[src/include/read_engine_macros.svh]
// Widths and sizes shared by the read engine; FIFO depth must be a power of two

`ifndef READ_ENGINE_MACROS_SVH
`define READ_ENGINE_MACROS_SVH

// Index counter, start, end and stride width
`define READ_ENGINE_INDEX_WIDTH 32

// Base address and byte offset width
`define READ_ENGINE_ADDR_WIDTH 64

// Request buffer geometry
`define READ_ENGINE_FIFO_DEPTH 16
`define READ_ENGINE_PROG_FULL 8

// Cache layout used by flush mode
`define READ_ENGINE_CACHE_WAYS_LOG 2
`define READ_ENGINE_LINE_SIZE_LOG 6

// Shift amount applied to the index
`define READ_ENGINE_SHIFT_WIDTH 5

`endif
[src/design/memory_request_pkg.sv]
// Memory request types; index width must exceed the cache ways log

`include "read_engine_macros.svh"

package memory_request_pkg;

    // ----------------------------------------
    // Index seen as cache line and way
    // ----------------------------------------
    typedef struct packed {
        logic [`READ_ENGINE_INDEX_WIDTH-`READ_ENGINE_CACHE_WAYS_LOG-1:0] line;
        logic [`READ_ENGINE_CACHE_WAYS_LOG-1:0]                          way;
    } flush_index_t;

    // Same index word read linearly or as line and way
    typedef union packed {
        logic [`READ_ENGINE_INDEX_WIDTH-1:0] linear;
        flush_index_t                        flush;
    } read_index_t;

    // ----------------------------------------
    // One memory read request
    // ----------------------------------------
    typedef struct packed {
        // Array base pointer
        logic [`READ_ENGINE_ADDR_WIDTH-1:0]  base;
        // Byte offset from base
        logic [`READ_ENGINE_ADDR_WIDTH-1:0]  offset;
        // Index that produced the request
        logic [`READ_ENGINE_INDEX_WIDTH-1:0] data;
    } mem_request_t;

endpackage

[src/design/read_config_pkg.sv]
// Configuration types for the read engine; field widths come from the macro header

`include "read_engine_macros.svh"

package read_config_pkg;

    // ----------------------------------------
    // Offset shift direction
    // ----------------------------------------
    typedef enum logic {
        SHIFT_RIGHT = 1'b0,
        SHIFT_LEFT  = 1'b1
    } shift_dir_t;

    // ----------------------------------------
    // Run configuration
    // ----------------------------------------
    typedef struct packed {
        logic [`READ_ENGINE_ADDR_WIDTH-1:0]  array_pointer;
        logic [`READ_ENGINE_INDEX_WIDTH-1:0] start_read;
        logic [`READ_ENGINE_INDEX_WIDTH-1:0] end_read;
        logic [`READ_ENGINE_INDEX_WIDTH-1:0] stride;
        shift_dir_t                          shift_dir;
        logic [`READ_ENGINE_SHIFT_WIDTH-1:0] shift_amount;
        // Cache line and way offsets instead of shifted index
        logic                                flush_mode;
    } read_config_t;

    // Sequencer control states
    typedef enum logic [2:0] {
        SEQ_RESET = 3'd0,
        SEQ_IDLE  = 3'd1,
        SEQ_SETUP = 3'd2,
        SEQ_BUSY  = 3'd3,
        SEQ_PAUSE = 3'd4,
        SEQ_DONE  = 3'd5
    } sequencer_state_t;

endpackage

[src/design/serial_read_engine.sv]
// Serial read engine top; config must stay stable while start is high

`timescale 1ns/1ps

module serial_read_engine (
    input  logic                             ap_clk,
    input  logic                             areset_engine,
    input  read_config_pkg::read_config_t    engine_config,
    input  logic                             start,
    input  logic                             pause,
    input  logic                             mem_ack,
    output logic                             mem_req,
    output memory_request_pkg::mem_request_t mem_request,
    output logic                             ready,
    output logic                             done
);
    import memory_request_pkg::*;

    mem_request_t push_request;
    mem_request_t head_request;
    logic         push;
    logic         pop;
    logic         valid;
    logic         empty;
    logic         prog_full;
    logic         issue_idle;

    // ----------------------------------------
    // Producer
    // ----------------------------------------
    read_sequencer i_read_sequencer (
        .ap_clk        (ap_clk),
        .areset_engine (areset_engine),
        .engine_config (engine_config),
        .start         (start),
        .pause         (pause),
        .prog_full     (prog_full),
        .empty         (empty),
        .issue_idle    (issue_idle),
        .push          (push),
        .push_request  (push_request),
        .ready         (ready),
        .done          (done)
    );

    request_fifo i_request_fifo (
        .ap_clk        (ap_clk),
        .areset_engine (areset_engine),
        .push          (push),
        .push_request  (push_request),
        .pop           (pop),
        .head_request  (head_request),
        .valid         (valid),
        .empty         (empty),
        .prog_full     (prog_full)
    );

    // ----------------------------------------
    // Consumer toward memory
    // ----------------------------------------
    request_issuer i_request_issuer (
        .ap_clk        (ap_clk),
        .areset_engine (areset_engine),
        .valid         (valid),
        .head_request  (head_request),
        .mem_ack       (mem_ack),
        .pop           (pop),
        .mem_req       (mem_req),
        .mem_request   (mem_request),
        .issue_idle    (issue_idle)
    );

endmodule

[src/design/request_issuer.sv]
// Four-phase memory issuer; memory must hold mem_ack high until mem_req drops

`timescale 1ns/1ps

module request_issuer (
    input  logic                             ap_clk,
    input  logic                             areset_engine,
    input  logic                             valid,
    input  memory_request_pkg::mem_request_t head_request,
    input  logic                             mem_ack,
    output logic                             pop,
    output logic                             mem_req,
    output memory_request_pkg::mem_request_t mem_request,
    output logic                             issue_idle
);

    typedef enum logic [1:0] {
        ISS_IDLE         = 2'd0,
        ISS_WAIT_ACK     = 2'd1,
        ISS_WAIT_RELEASE = 2'd2
    } issue_state_t;

    issue_state_t state;

    // ----------------------------------------
    // Handshake FSM
    // ----------------------------------------
    always_ff @(posedge ap_clk) begin
        if (areset_engine) begin
            state   <= ISS_IDLE;
            pop     <= 1'b0;
            mem_req <= 1'b0;
        end else begin
            pop <= 1'b0;
            case (state)
                ISS_IDLE: begin
                    // Head taken during the pop cycle
                    if (pop) begin
                        mem_req <= 1'b1;
                        state   <= ISS_WAIT_ACK;
                    end else if (valid) begin
                        pop <= 1'b1;
                    end
                end
                ISS_WAIT_ACK: begin
                    if (mem_ack) begin
                        mem_req <= 1'b0;
                        state   <= ISS_WAIT_RELEASE;
                    end
                end
                ISS_WAIT_RELEASE: begin
                    if (!mem_ack) begin
                        state <= ISS_IDLE;
                    end
                end
                default: begin
                    state <= ISS_IDLE;
                end
            endcase
        end
    end

    always_ff @(posedge ap_clk) begin
        if (pop) begin
            mem_request <= head_request;
        end
    end

    assign issue_idle = (state == ISS_IDLE) && !pop;

    assert property (@(posedge ap_clk) disable iff (areset_engine)
        mem_req && $past(mem_req) |-> $stable(mem_request))
        else $error("request_issuer changed mem_request during mem_req");

endmodule

[src/design/request_fifo.sv]
// Show-ahead request buffer; depth must be a power of two above the threshold

`timescale 1ns/1ps

`include "read_engine_macros.svh"

module request_fifo (
    input  logic                             ap_clk,
    input  logic                             areset_engine,
    input  logic                             push,
    input  memory_request_pkg::mem_request_t push_request,
    input  logic                             pop,
    output memory_request_pkg::mem_request_t head_request,
    output logic                             valid,
    output logic                             empty,
    output logic                             prog_full
);
    import memory_request_pkg::*;

    localparam int depth      = `READ_ENGINE_FIFO_DEPTH;
    localparam int prog_level = `READ_ENGINE_PROG_FULL;
    localparam int ptr_width  = $clog2(depth);

    mem_request_t         entries [depth];
    logic [ptr_width-1:0] wr_ptr;
    logic [ptr_width-1:0] rd_ptr;
    logic [ptr_width:0]   count;
    logic                 full;
    logic                 push_ok;
    logic                 pop_ok;

    assign full    = (count == (ptr_width + 1)'(depth));
    assign empty   = (count == '0);
    assign push_ok = push && !full;
    assign pop_ok  = pop && !empty;

    // ----------------------------------------
    // Storage
    // ----------------------------------------
    always_ff @(posedge ap_clk) begin
        if (push_ok) begin
            entries[wr_ptr] <= push_request;
        end
    end

    // Pointers wrap naturally at the power of two depth
    always_ff @(posedge ap_clk) begin
        if (areset_engine) begin
            wr_ptr <= '0;
            rd_ptr <= '0;
            count  <= '0;
        end else begin
            if (push_ok) begin
                wr_ptr <= wr_ptr + 1'b1;
            end
            if (pop_ok) begin
                rd_ptr <= rd_ptr + 1'b1;
            end
            case ({push_ok, pop_ok})
                2'b10:   count <= count + 1'b1;
                2'b01:   count <= count - 1'b1;
                default: count <= count;
            endcase
        end
    end

    // Head is shown ahead of the pop
    assign head_request = entries[rd_ptr];
    assign valid        = !empty;
    assign prog_full    = (count >= (ptr_width + 1)'(prog_level));

    assert property (@(posedge ap_clk) disable iff (areset_engine) push |-> !full)
        else $error("request_fifo push while full");

    assert property (@(posedge ap_clk) disable iff (areset_engine) pop |-> !empty)
        else $error("request_fifo pop while empty");

endmodule

[src/design/read_sequencer.sv]
// Needs config stable while start is high, a nonzero stride and no index wrap past 2**32

`timescale 1ns/1ps

`include "read_engine_macros.svh"

module read_sequencer (
    input  logic                             ap_clk,
    input  logic                             areset_engine,
    input  read_config_pkg::read_config_t    engine_config,
    input  logic                             start,
    input  logic                             pause,
    input  logic                             prog_full,
    input  logic                             empty,
    input  logic                             issue_idle,
    output logic                             push,
    output memory_request_pkg::mem_request_t push_request,
    output logic                             ready,
    output logic                             done
);
    import read_config_pkg::*;
    import memory_request_pkg::*;

    localparam int addr_width = `READ_ENGINE_ADDR_WIDTH;
    localparam int line_log   = `READ_ENGINE_LINE_SIZE_LOG;
    localparam int ways_log   = `READ_ENGINE_CACHE_WAYS_LOG;

    sequencer_state_t        state;
    sequencer_state_t        next_state;
    read_config_t            config_reg;
    read_index_t             index;
    logic                    start_reg;
    logic                    pause_reg;
    logic                    index_done;
    logic                    drained;
    logic                    push_next;
    logic [addr_width-1:0]   index_wide;
    logic [addr_width-1:0]   line_wide;
    logic [addr_width-1:0]   way_wide;
    logic [addr_width-1:0]   offset;

    always_ff @(posedge ap_clk) begin
        if (areset_engine) begin
            start_reg <= 1'b0;
            pause_reg <= 1'b0;
        end else begin
            start_reg <= start;
            pause_reg <= pause;
        end
    end

    always_ff @(posedge ap_clk) begin
        if (state == SEQ_SETUP) begin
            config_reg <= engine_config;
        end
    end

    // ----------------------------------------
    // Control FSM
    // ----------------------------------------
    assign index_done = (index.linear >= config_reg.end_read);
    // Nothing in flight toward memory
    assign drained    = !push && empty && issue_idle;
    assign push_next  = (state == SEQ_BUSY) && !index_done && !pause_reg && !prog_full;

    always_ff @(posedge ap_clk) begin
        if (areset_engine) begin
            state <= SEQ_RESET;
        end else begin
            state <= next_state;
        end
    end

    always_comb begin
        next_state = state;
        case (state)
            SEQ_RESET: begin
                next_state = SEQ_IDLE;
            end
            SEQ_IDLE: begin
                if (start_reg) begin
                    next_state = SEQ_SETUP;
                end
            end
            SEQ_SETUP: begin
                next_state = SEQ_BUSY;
            end
            SEQ_BUSY: begin
                if (index_done) begin
                    if (drained) begin
                        next_state = SEQ_DONE;
                    end
                end else if (pause_reg || prog_full) begin
                    next_state = SEQ_PAUSE;
                end
            end
            SEQ_PAUSE: begin
                if (!pause_reg && !prog_full) begin
                    next_state = SEQ_BUSY;
                end
            end
            SEQ_DONE: begin
                // Hold done until start drops
                if (!start_reg) begin
                    next_state = SEQ_IDLE;
                end
            end
            default: begin
                next_state = SEQ_RESET;
            end
        endcase
    end

    // Index loads in setup and steps by stride per push
    always_ff @(posedge ap_clk) begin
        if (areset_engine) begin
            index <= '0;
        end else if (state == SEQ_SETUP) begin
            index.linear <= engine_config.start_read;
        end else if (push_next) begin
            index.linear <= index.linear + config_reg.stride;
        end
    end

    // ----------------------------------------
    // Offset generation
    // ----------------------------------------
    assign index_wide = addr_width'(index.linear);
    assign line_wide  = addr_width'(index.flush.line);
    assign way_wide   = addr_width'(index.flush.way);

    always_comb begin
        if (config_reg.flush_mode) begin
            offset = (line_wide << (line_log + ways_log)) | (way_wide << line_log);
        end else if (config_reg.shift_dir == SHIFT_LEFT) begin
            offset = index_wide << config_reg.shift_amount;
        end else begin
            offset = index_wide >> config_reg.shift_amount;
        end
    end

    always_ff @(posedge ap_clk) begin
        if (areset_engine) begin
            push <= 1'b0;
        end else begin
            push <= push_next;
        end
    end

    always_ff @(posedge ap_clk) begin
        if (push_next) begin
            push_request.base   <= config_reg.array_pointer;
            push_request.offset <= offset;
            push_request.data   <= index.linear;
        end
    end

    assign ready = (state == SEQ_IDLE);
    assign done  = (state == SEQ_DONE);

    // Done only once the buffer and the issuer have drained
    assert property (@(posedge ap_clk) disable iff (areset_engine)
        done |-> empty && issue_idle)
        else $error("read_sequencer raised done with requests in flight");

    // Config must hold while start is high
    assert property (@(posedge ap_clk) disable iff (areset_engine)
        start && $past(start) |-> $stable(engine_config))
        else $error("read_sequencer saw config change while start was high");

endmodule

[config.mk]
export PLATFORM = sky130hd
export DESIGN_NAME = serial_read_engine
export DESIGN_NICKNAME = d
export VERILOG_FILES = /design/src/design/memory_request_pkg.sv /design/src/design/read_config_pkg.sv /design/src/design/serial_read_engine.sv /design/src/design/request_issuer.sv /design/src/design/request_fifo.sv /design/src/design/read_sequencer.sv
export VERILOG_INCLUDE_DIRS = /design/src /design/src/include
export SDC_FILE = /design/constraint.sdc
export NUM_CORES = 2
export LEC_CHECK = 0
export BUFFER_PORTS_ARGS = -buffer_cell sky130_fd_sc_hd__buf_4
export CORE_ASPECT_RATIO = 1.2
export CORE_MARGIN = 3
export CORE_UTILIZATION = 36
export DETAILED_ROUTE_END_ITERATION = 12
export PLACE_DENSITY_LB_ADDON = 0.1
export REMOVE_ABC_BUFFERS = 1
export SLEW_MARGIN = 20
export SYNTH_ARGS = -nofsm -noshare
export SYNTH_HDL_FRONTEND = slang
export SYNTH_SLANG_ARGS = --single-unit
[constraint.sdc]
create_clock -name ap_clk -period 16.8 [get_ports ap_clk]
set_clock_uncertainty 0.05 [all_clocks]
set_input_delay 3.36 -clock ap_clk [delete_from_list [all_inputs] [get_ports ap_clk]]
set_output_delay 3.36 -clock ap_clk [all_outputs]
set_load 0.03 [all_outputs]
# Yosys cells after proc, flatten, opt, wreduce, memory -nomap -nowiden
# Memories as Yosys holds them, arrays and structs flattened. A register that Yosys moved wholly into a read port is not among the register bits.
# Index checks and enable logic that the tools add are counted.
# totals
mem_count	1
elab_cells	99
in_bits	172
regBits	350
output_inout_bits	163
ramBits	2560
# mem_list
name	words	word_bits	read_ports	rd_clocked_by_memory_dff	write_ports	line	source
i_request_fifo.entries	16	160	1	1	1	request_fifo.sv:24	mem_request_t entries [depth];
# classes
reduce_logical	27
bitwise_logic	2
mux	22
magnitude_cmp	2
n_shift	2
addsub	5
eq_ne	18
# op_table
op	count
$mux W64	2
$mux W32	2
$shl A32 B5 Y64	1
$shr A32 B5 Y64	1
$or A38 B8 Y38	1
$add A32 B32 Y32	1
$ge A32 B32 Y1	1
$mux W3	6
$pmux W3 S6	1
$pmux W5 S2	1
$logic_and A1 B1 Y1	9
$add A4 B1 Y4 const B	2
$logic_not A1 Y1	7
$eq A3 B2 Y1 const B	2
$eq A3 B3 Y1 const B	2
$mux W2	3
$ne A2 B1 Y1 const B	3
$ne A2 B2 Y1 const B	3
$pmux W2 S3	1
$reduce_and A3 Y1	2
$reduce_bool A2 Y1	3
$add A5 B1 Y5 const B	1
$eq A5 B5 Y1 const B	1
$ge A5 B4 Y1 const B	1
15 further kinds	21

# Longest topological paths before layout
# depth
ltp_word	7
mapped_depth	13
mapped_depth_nobuf	12

# Cells and area by module
# Synthesis repeated with hierarchy kept, for this count alone.
# unflattened
cells_unflattened	5462
area_unflattened_um2	119205.6
# by_module_without_submodules
mod	seq_area_each_um2	area_per_inst_um2	n_inst	cells_per_inst
request_fifo	77214.1	97328.3	1	3872
read_sequencer	9589.2	16900.0	1	1414
request_issuer	4884.7	4977.3	1	176

# Worst setup path before layout
# OpenSTA, ideal clock, no wires.
# synth_path
path_type	register to register
start	reg i_request_fifo.count[0]
end	mem i_request_fifo.entries[3][0] (netlist bit) (enable)
n_path_buf	0
t_required_ns	15.879
slack_ns	4.040
path_stages_with_launch	5
synth_period_minus_slack_ns	12.760
setup_time_ns	0.871
arrival_time_ns	11.839
path_cell_list	dfxtp_1 > nor4_1 > a21boi_1 > nand2_1 > nor3_1
# synth_between
elab_chain_cells	5
# synth_lines
item	line	source
from (decl)	request_fifo.sv:27	logic [ptr_width:0] count;
from (signal assigned)	request_fifo.sv:60	2'b10: count <= count + 1'b1;
from (signal assigned)	request_fifo.sv:61	2'b01: count <= count - 1'b1;
from (signal assigned)	request_fifo.sv:62	default: count <= count;
$eq A5 B5 Y1	request_fifo.sv:32	assign full = (count == (ptr_width + 1)'(depth));
$logic_not A1 Y1	request_fifo.sv:34	assign push_ok = push && !full;
$logic_and A1 B1 Y1	request_fifo.sv:34	
$mux W1	request_fifo.sv:41	if (push_ok) begin
$mux W1 (implied by the code)	request_fifo.sv:42	entries[wr_ptr] <= push_request;
to (decl)	request_fifo.sv:24	
# Every way passes these cells.

# Final worst setup path
# layout_path
start	reg i_read_sequencer.state[0]
end	out ready
# layout_between
elab_chain_cells	1
# layout_lines
item	line	source
from (decl)	read_sequencer.sv:28	sequencer_state_t state;
from (signal assigned)	read_sequencer.sv:70	state <= next_state;
$eq A3 B1 Y1	read_sequencer.sv:158	assign ready = (state == SEQ_IDLE);
to (decl)	serial_read_engine.sv:14	output logic ready,
# Every way passes these cells.

==> reports/metrics.yaml <==
critical_path:
  crit_end: "ready"
  cp_max_fo: 7
  r2r_end: "i_request_issuer.mem_request[132]"
  crit_start: "i_read_sequencer.state[0]"
  r2r_slack_ps: 11400
  critPathArrivalTime_ps: 2100
  cp-end-kind: "primary output"
  crit_path_frequent_cell: "nor2b_1"
  critical_path_class: "reg -> out"
  worst_path_max_delay_cell: "dfxtp_1"
  rr_startpoint: "i_request_fifo.rd_ptr[0]"
  timing.critical_path.required_ps: 13390
  path_cells: "nor2b_1 -> nor2b_1 -> buf_4"
  start_kind: "flip-flop"
  worstRegToRegCells: 8
  slowest_delay_ps: 430
global_routing:
  grt_first_pass_wirelength_um: 459000
  antenna_found_initial: 23
  grt_usage_pct: 19.3
  grt_start_max_net_pins: 128
  overflow: 0
  grt_pass1_vias: 59100
layout:
  seqCellArea_um2: 91100
  top_register: "i_request_fifo.entries"
  fin_nets: 6040
  drive_gt1_share_pct: 28.7
  synthToLayoutAreaGrowth_pct: 15.6
  fillers: 28200
  fin_util_pct: 41.9
  fin_cells: 10300
  multiInputGateArea_um2: 25200
  largest_reg_flops: 2544
  reg.largest.list: "i_request_fifo.entries (2544), i_read_sequencer.push_request (159), i_request_issuer.mem_request (159)"
floorplanning:
  io_pins: 335
  fp-row-count: 229
  die-area_um2: 333000
  die_h_um: 632
  floorplan.core_area_um2: 325000
  start_util_pct: 36.2
  die_width_um: 528
logic_synthesis:
  ys_ff_latch: 3052
  ys_warn_count: 0
  synth_cells: 5276
  synth-seq-area-share_pct: 77.5
  synth_cell_type_count: 75
  synth_flop_cell: "edfxtp_1"
  avgSynthCellArea_um2: 22.3
  async_flop_share_pct: 0
  synth-edff-count: 2997
  syn_area_um2: 117000
cts:
  cts_resized: 0
  worstSkewPairLatency_ps: 860
  cts-buffers-inserted: 324
  cts_sinks: 3052
  postCtsHoldBufs: 0
  htreeDepth: 5
  root_buffer: "clkbuf_16"
  clk_pin_slew_ps: 60
  post-cts-setup-buffers: 0
  tritoncts: "done"
  cts_buffer_depth: 4
timing:
  tightest_slew_ps: 1270
  final-hold-violation-count: 0
  timing.final.crit_period_ps: 5510
  whs_ps: 367
  slew_headroom_pct: 13.1
  setup_ws_ps: 11290
  setup_viol: 0
  timing.fmax_mhz: 182
  drv_slew: 0
  rsz0062_at_grt: "false"
  fin_crit_sh_pct: 32.8
detailed_routing:
  first_iter_violations: 5119
  drtAntennaViolNets: 1
  finalWirelength_um: 325000
  routed_via_density: 5.42
  num_vias: 56000
  dr.max_layer_used: "met4"
  route.met2.wl_um: 162000
  drt-pass1-iter-count: 5
  met1_length_um: 142000
  wl_met3_um: 13800
  wl_per_cell_um: 31.5
  drc_errors: 0
pwr:
  power_density_nw_per_um2: 125
  total_power_uw: 17000
  p_leak_uw: 0.0420
  vdd_drop_max_v: 0.0000775
placed_design:
  placedCellCount: 9740
  port_buffers: 333
  gp_congestion: 0.855
  dp_hpwl_um: 174000
  place_ws_ps: 11180
hold_path:
  hp-class: "reg -> reg"
  hold_path_depth: 0
flow_run:
  cap_viol_max_count: 0
run_status:
  status: "finished, violations left"
  violations: "antenna violations"
logic make-up after synthesis:
logic type               share of synthesized area [%]
adder cells (fa/ha/maj)                          0.801
buffers and inverters                             1.10
other                                          0.00319
XOR/XNOR                                         0.268
AO/OA/AOI/OAI                                     2.24
AND/OR/NAND/NOR                                   1.69
multiplexers                                      16.4
flip-flops                                        77.5
metal layers:
metal / vias up / global-route usage [%]
li1: 23300 / -
met1: 30900 / 26.9
met2: 1392 / 32.3
met3: 390 / 2.54
met4: 0 / 4.23
met5: - / 0
cells in the mapped netlist (14+ instances only):
cell type	number	area (µm²)
ha_1	72	901
nor3_1	28	140
buf_1	82	308
nand2_1	82	308
xnor2_1	16	140
dfxtp_1	55	1100
inv_1	67	251
a21oi_1	145	726
a211oi_1	44	330
mux2i_1	130	1300
edfxtp_1	2997	90000
clkbuf_1	182	683
xor2_1	20	175
o21ai_0	82	410
o22ai_1	14	87.6
nor2_1	172	646
a21o_1	24	180
nand2b_1	36	225
nor2b_1	37	231
mux2_2	23	259
mux4_2	785	17700
worst min path at each step:
stage               slack (ps)                                 end                             start
global route               380  i_read_sequencer.push_request[107]  i_read_sequencer.config_reg[114]
detailed placement         350  i_read_sequencer.push_request[103]  i_read_sequencer.config_reg[110]
floorplan                  350  i_read_sequencer.push_request[100]  i_read_sequencer.config_reg[107]
finish                     370  i_read_sequencer.push_request[103]  i_read_sequencer.config_reg[110]
CTS                        370  i_read_sequencer.push_request[121]  i_read_sequencer.config_reg[128]
global placement           350  i_read_sequencer.push_request[151]  i_read_sequencer.config_reg[158]
power by group:
group	switching (µW)	internal [µW]	leakage (µW)	total [µW]
clock network	2910	4050	0.00494	6970
logic	797	402	0.00961	1200
registers	234	8620	0.0274	8850
total	3950	13100	0.0420	17000
layout make-up:
cell class / count / area share (%)
multi-input cells: 1884 / 18.6
well taps: 4273 / 3.94
repair buffers: 464 / 2.74
clock buffers: 406 / 6.33
diodes: 10 / 0.0184
flip-flops and latches: 3052 / 67.1
inverters: 68 / 0.193
clock inverters: 162 / 1.14
worst max-delay path: cells and delay by family (launching register included):
kind / cells / cell delay [ps]
buffers and inverters: 1 / 200
flip-flops: 1 / 430
AND/OR/NAND/NOR: 2 / 610
stage by stage:
stage / TNS (ps) / instance area (µm²)
floorplan: -1790930 / 116000
global placement: 0 / 126000
detailed placement: 0 / 126000
CTS: 0 / 136000
global route: 0 / 136000
finish: 0 / 136000
layout by cell type (no fill, tap or decap), drive strengths merged, types with 9 or more instances in the layout:
master,instances
o211ai,11
mux2i,130
ha,72
nor3,29
nor2,172
buf,464
a221oi,12
xnor2,16
inv,75
dfxtp,55
edfxtp,2997
a21o,24
a21oi,146
o22ai,14
mux2,23
nand3,11
nand2b,36
bufinv,28
clkinvlp,10
xor2,20
clkinv,117
nor2b,37
a2111oi,9
a211oi,45
o21ai,84
mux4,785
diode,10
a22oi,12
nand2,82
clkbuf,406
No activity file was read; power rests on OpenSTA's default activity.
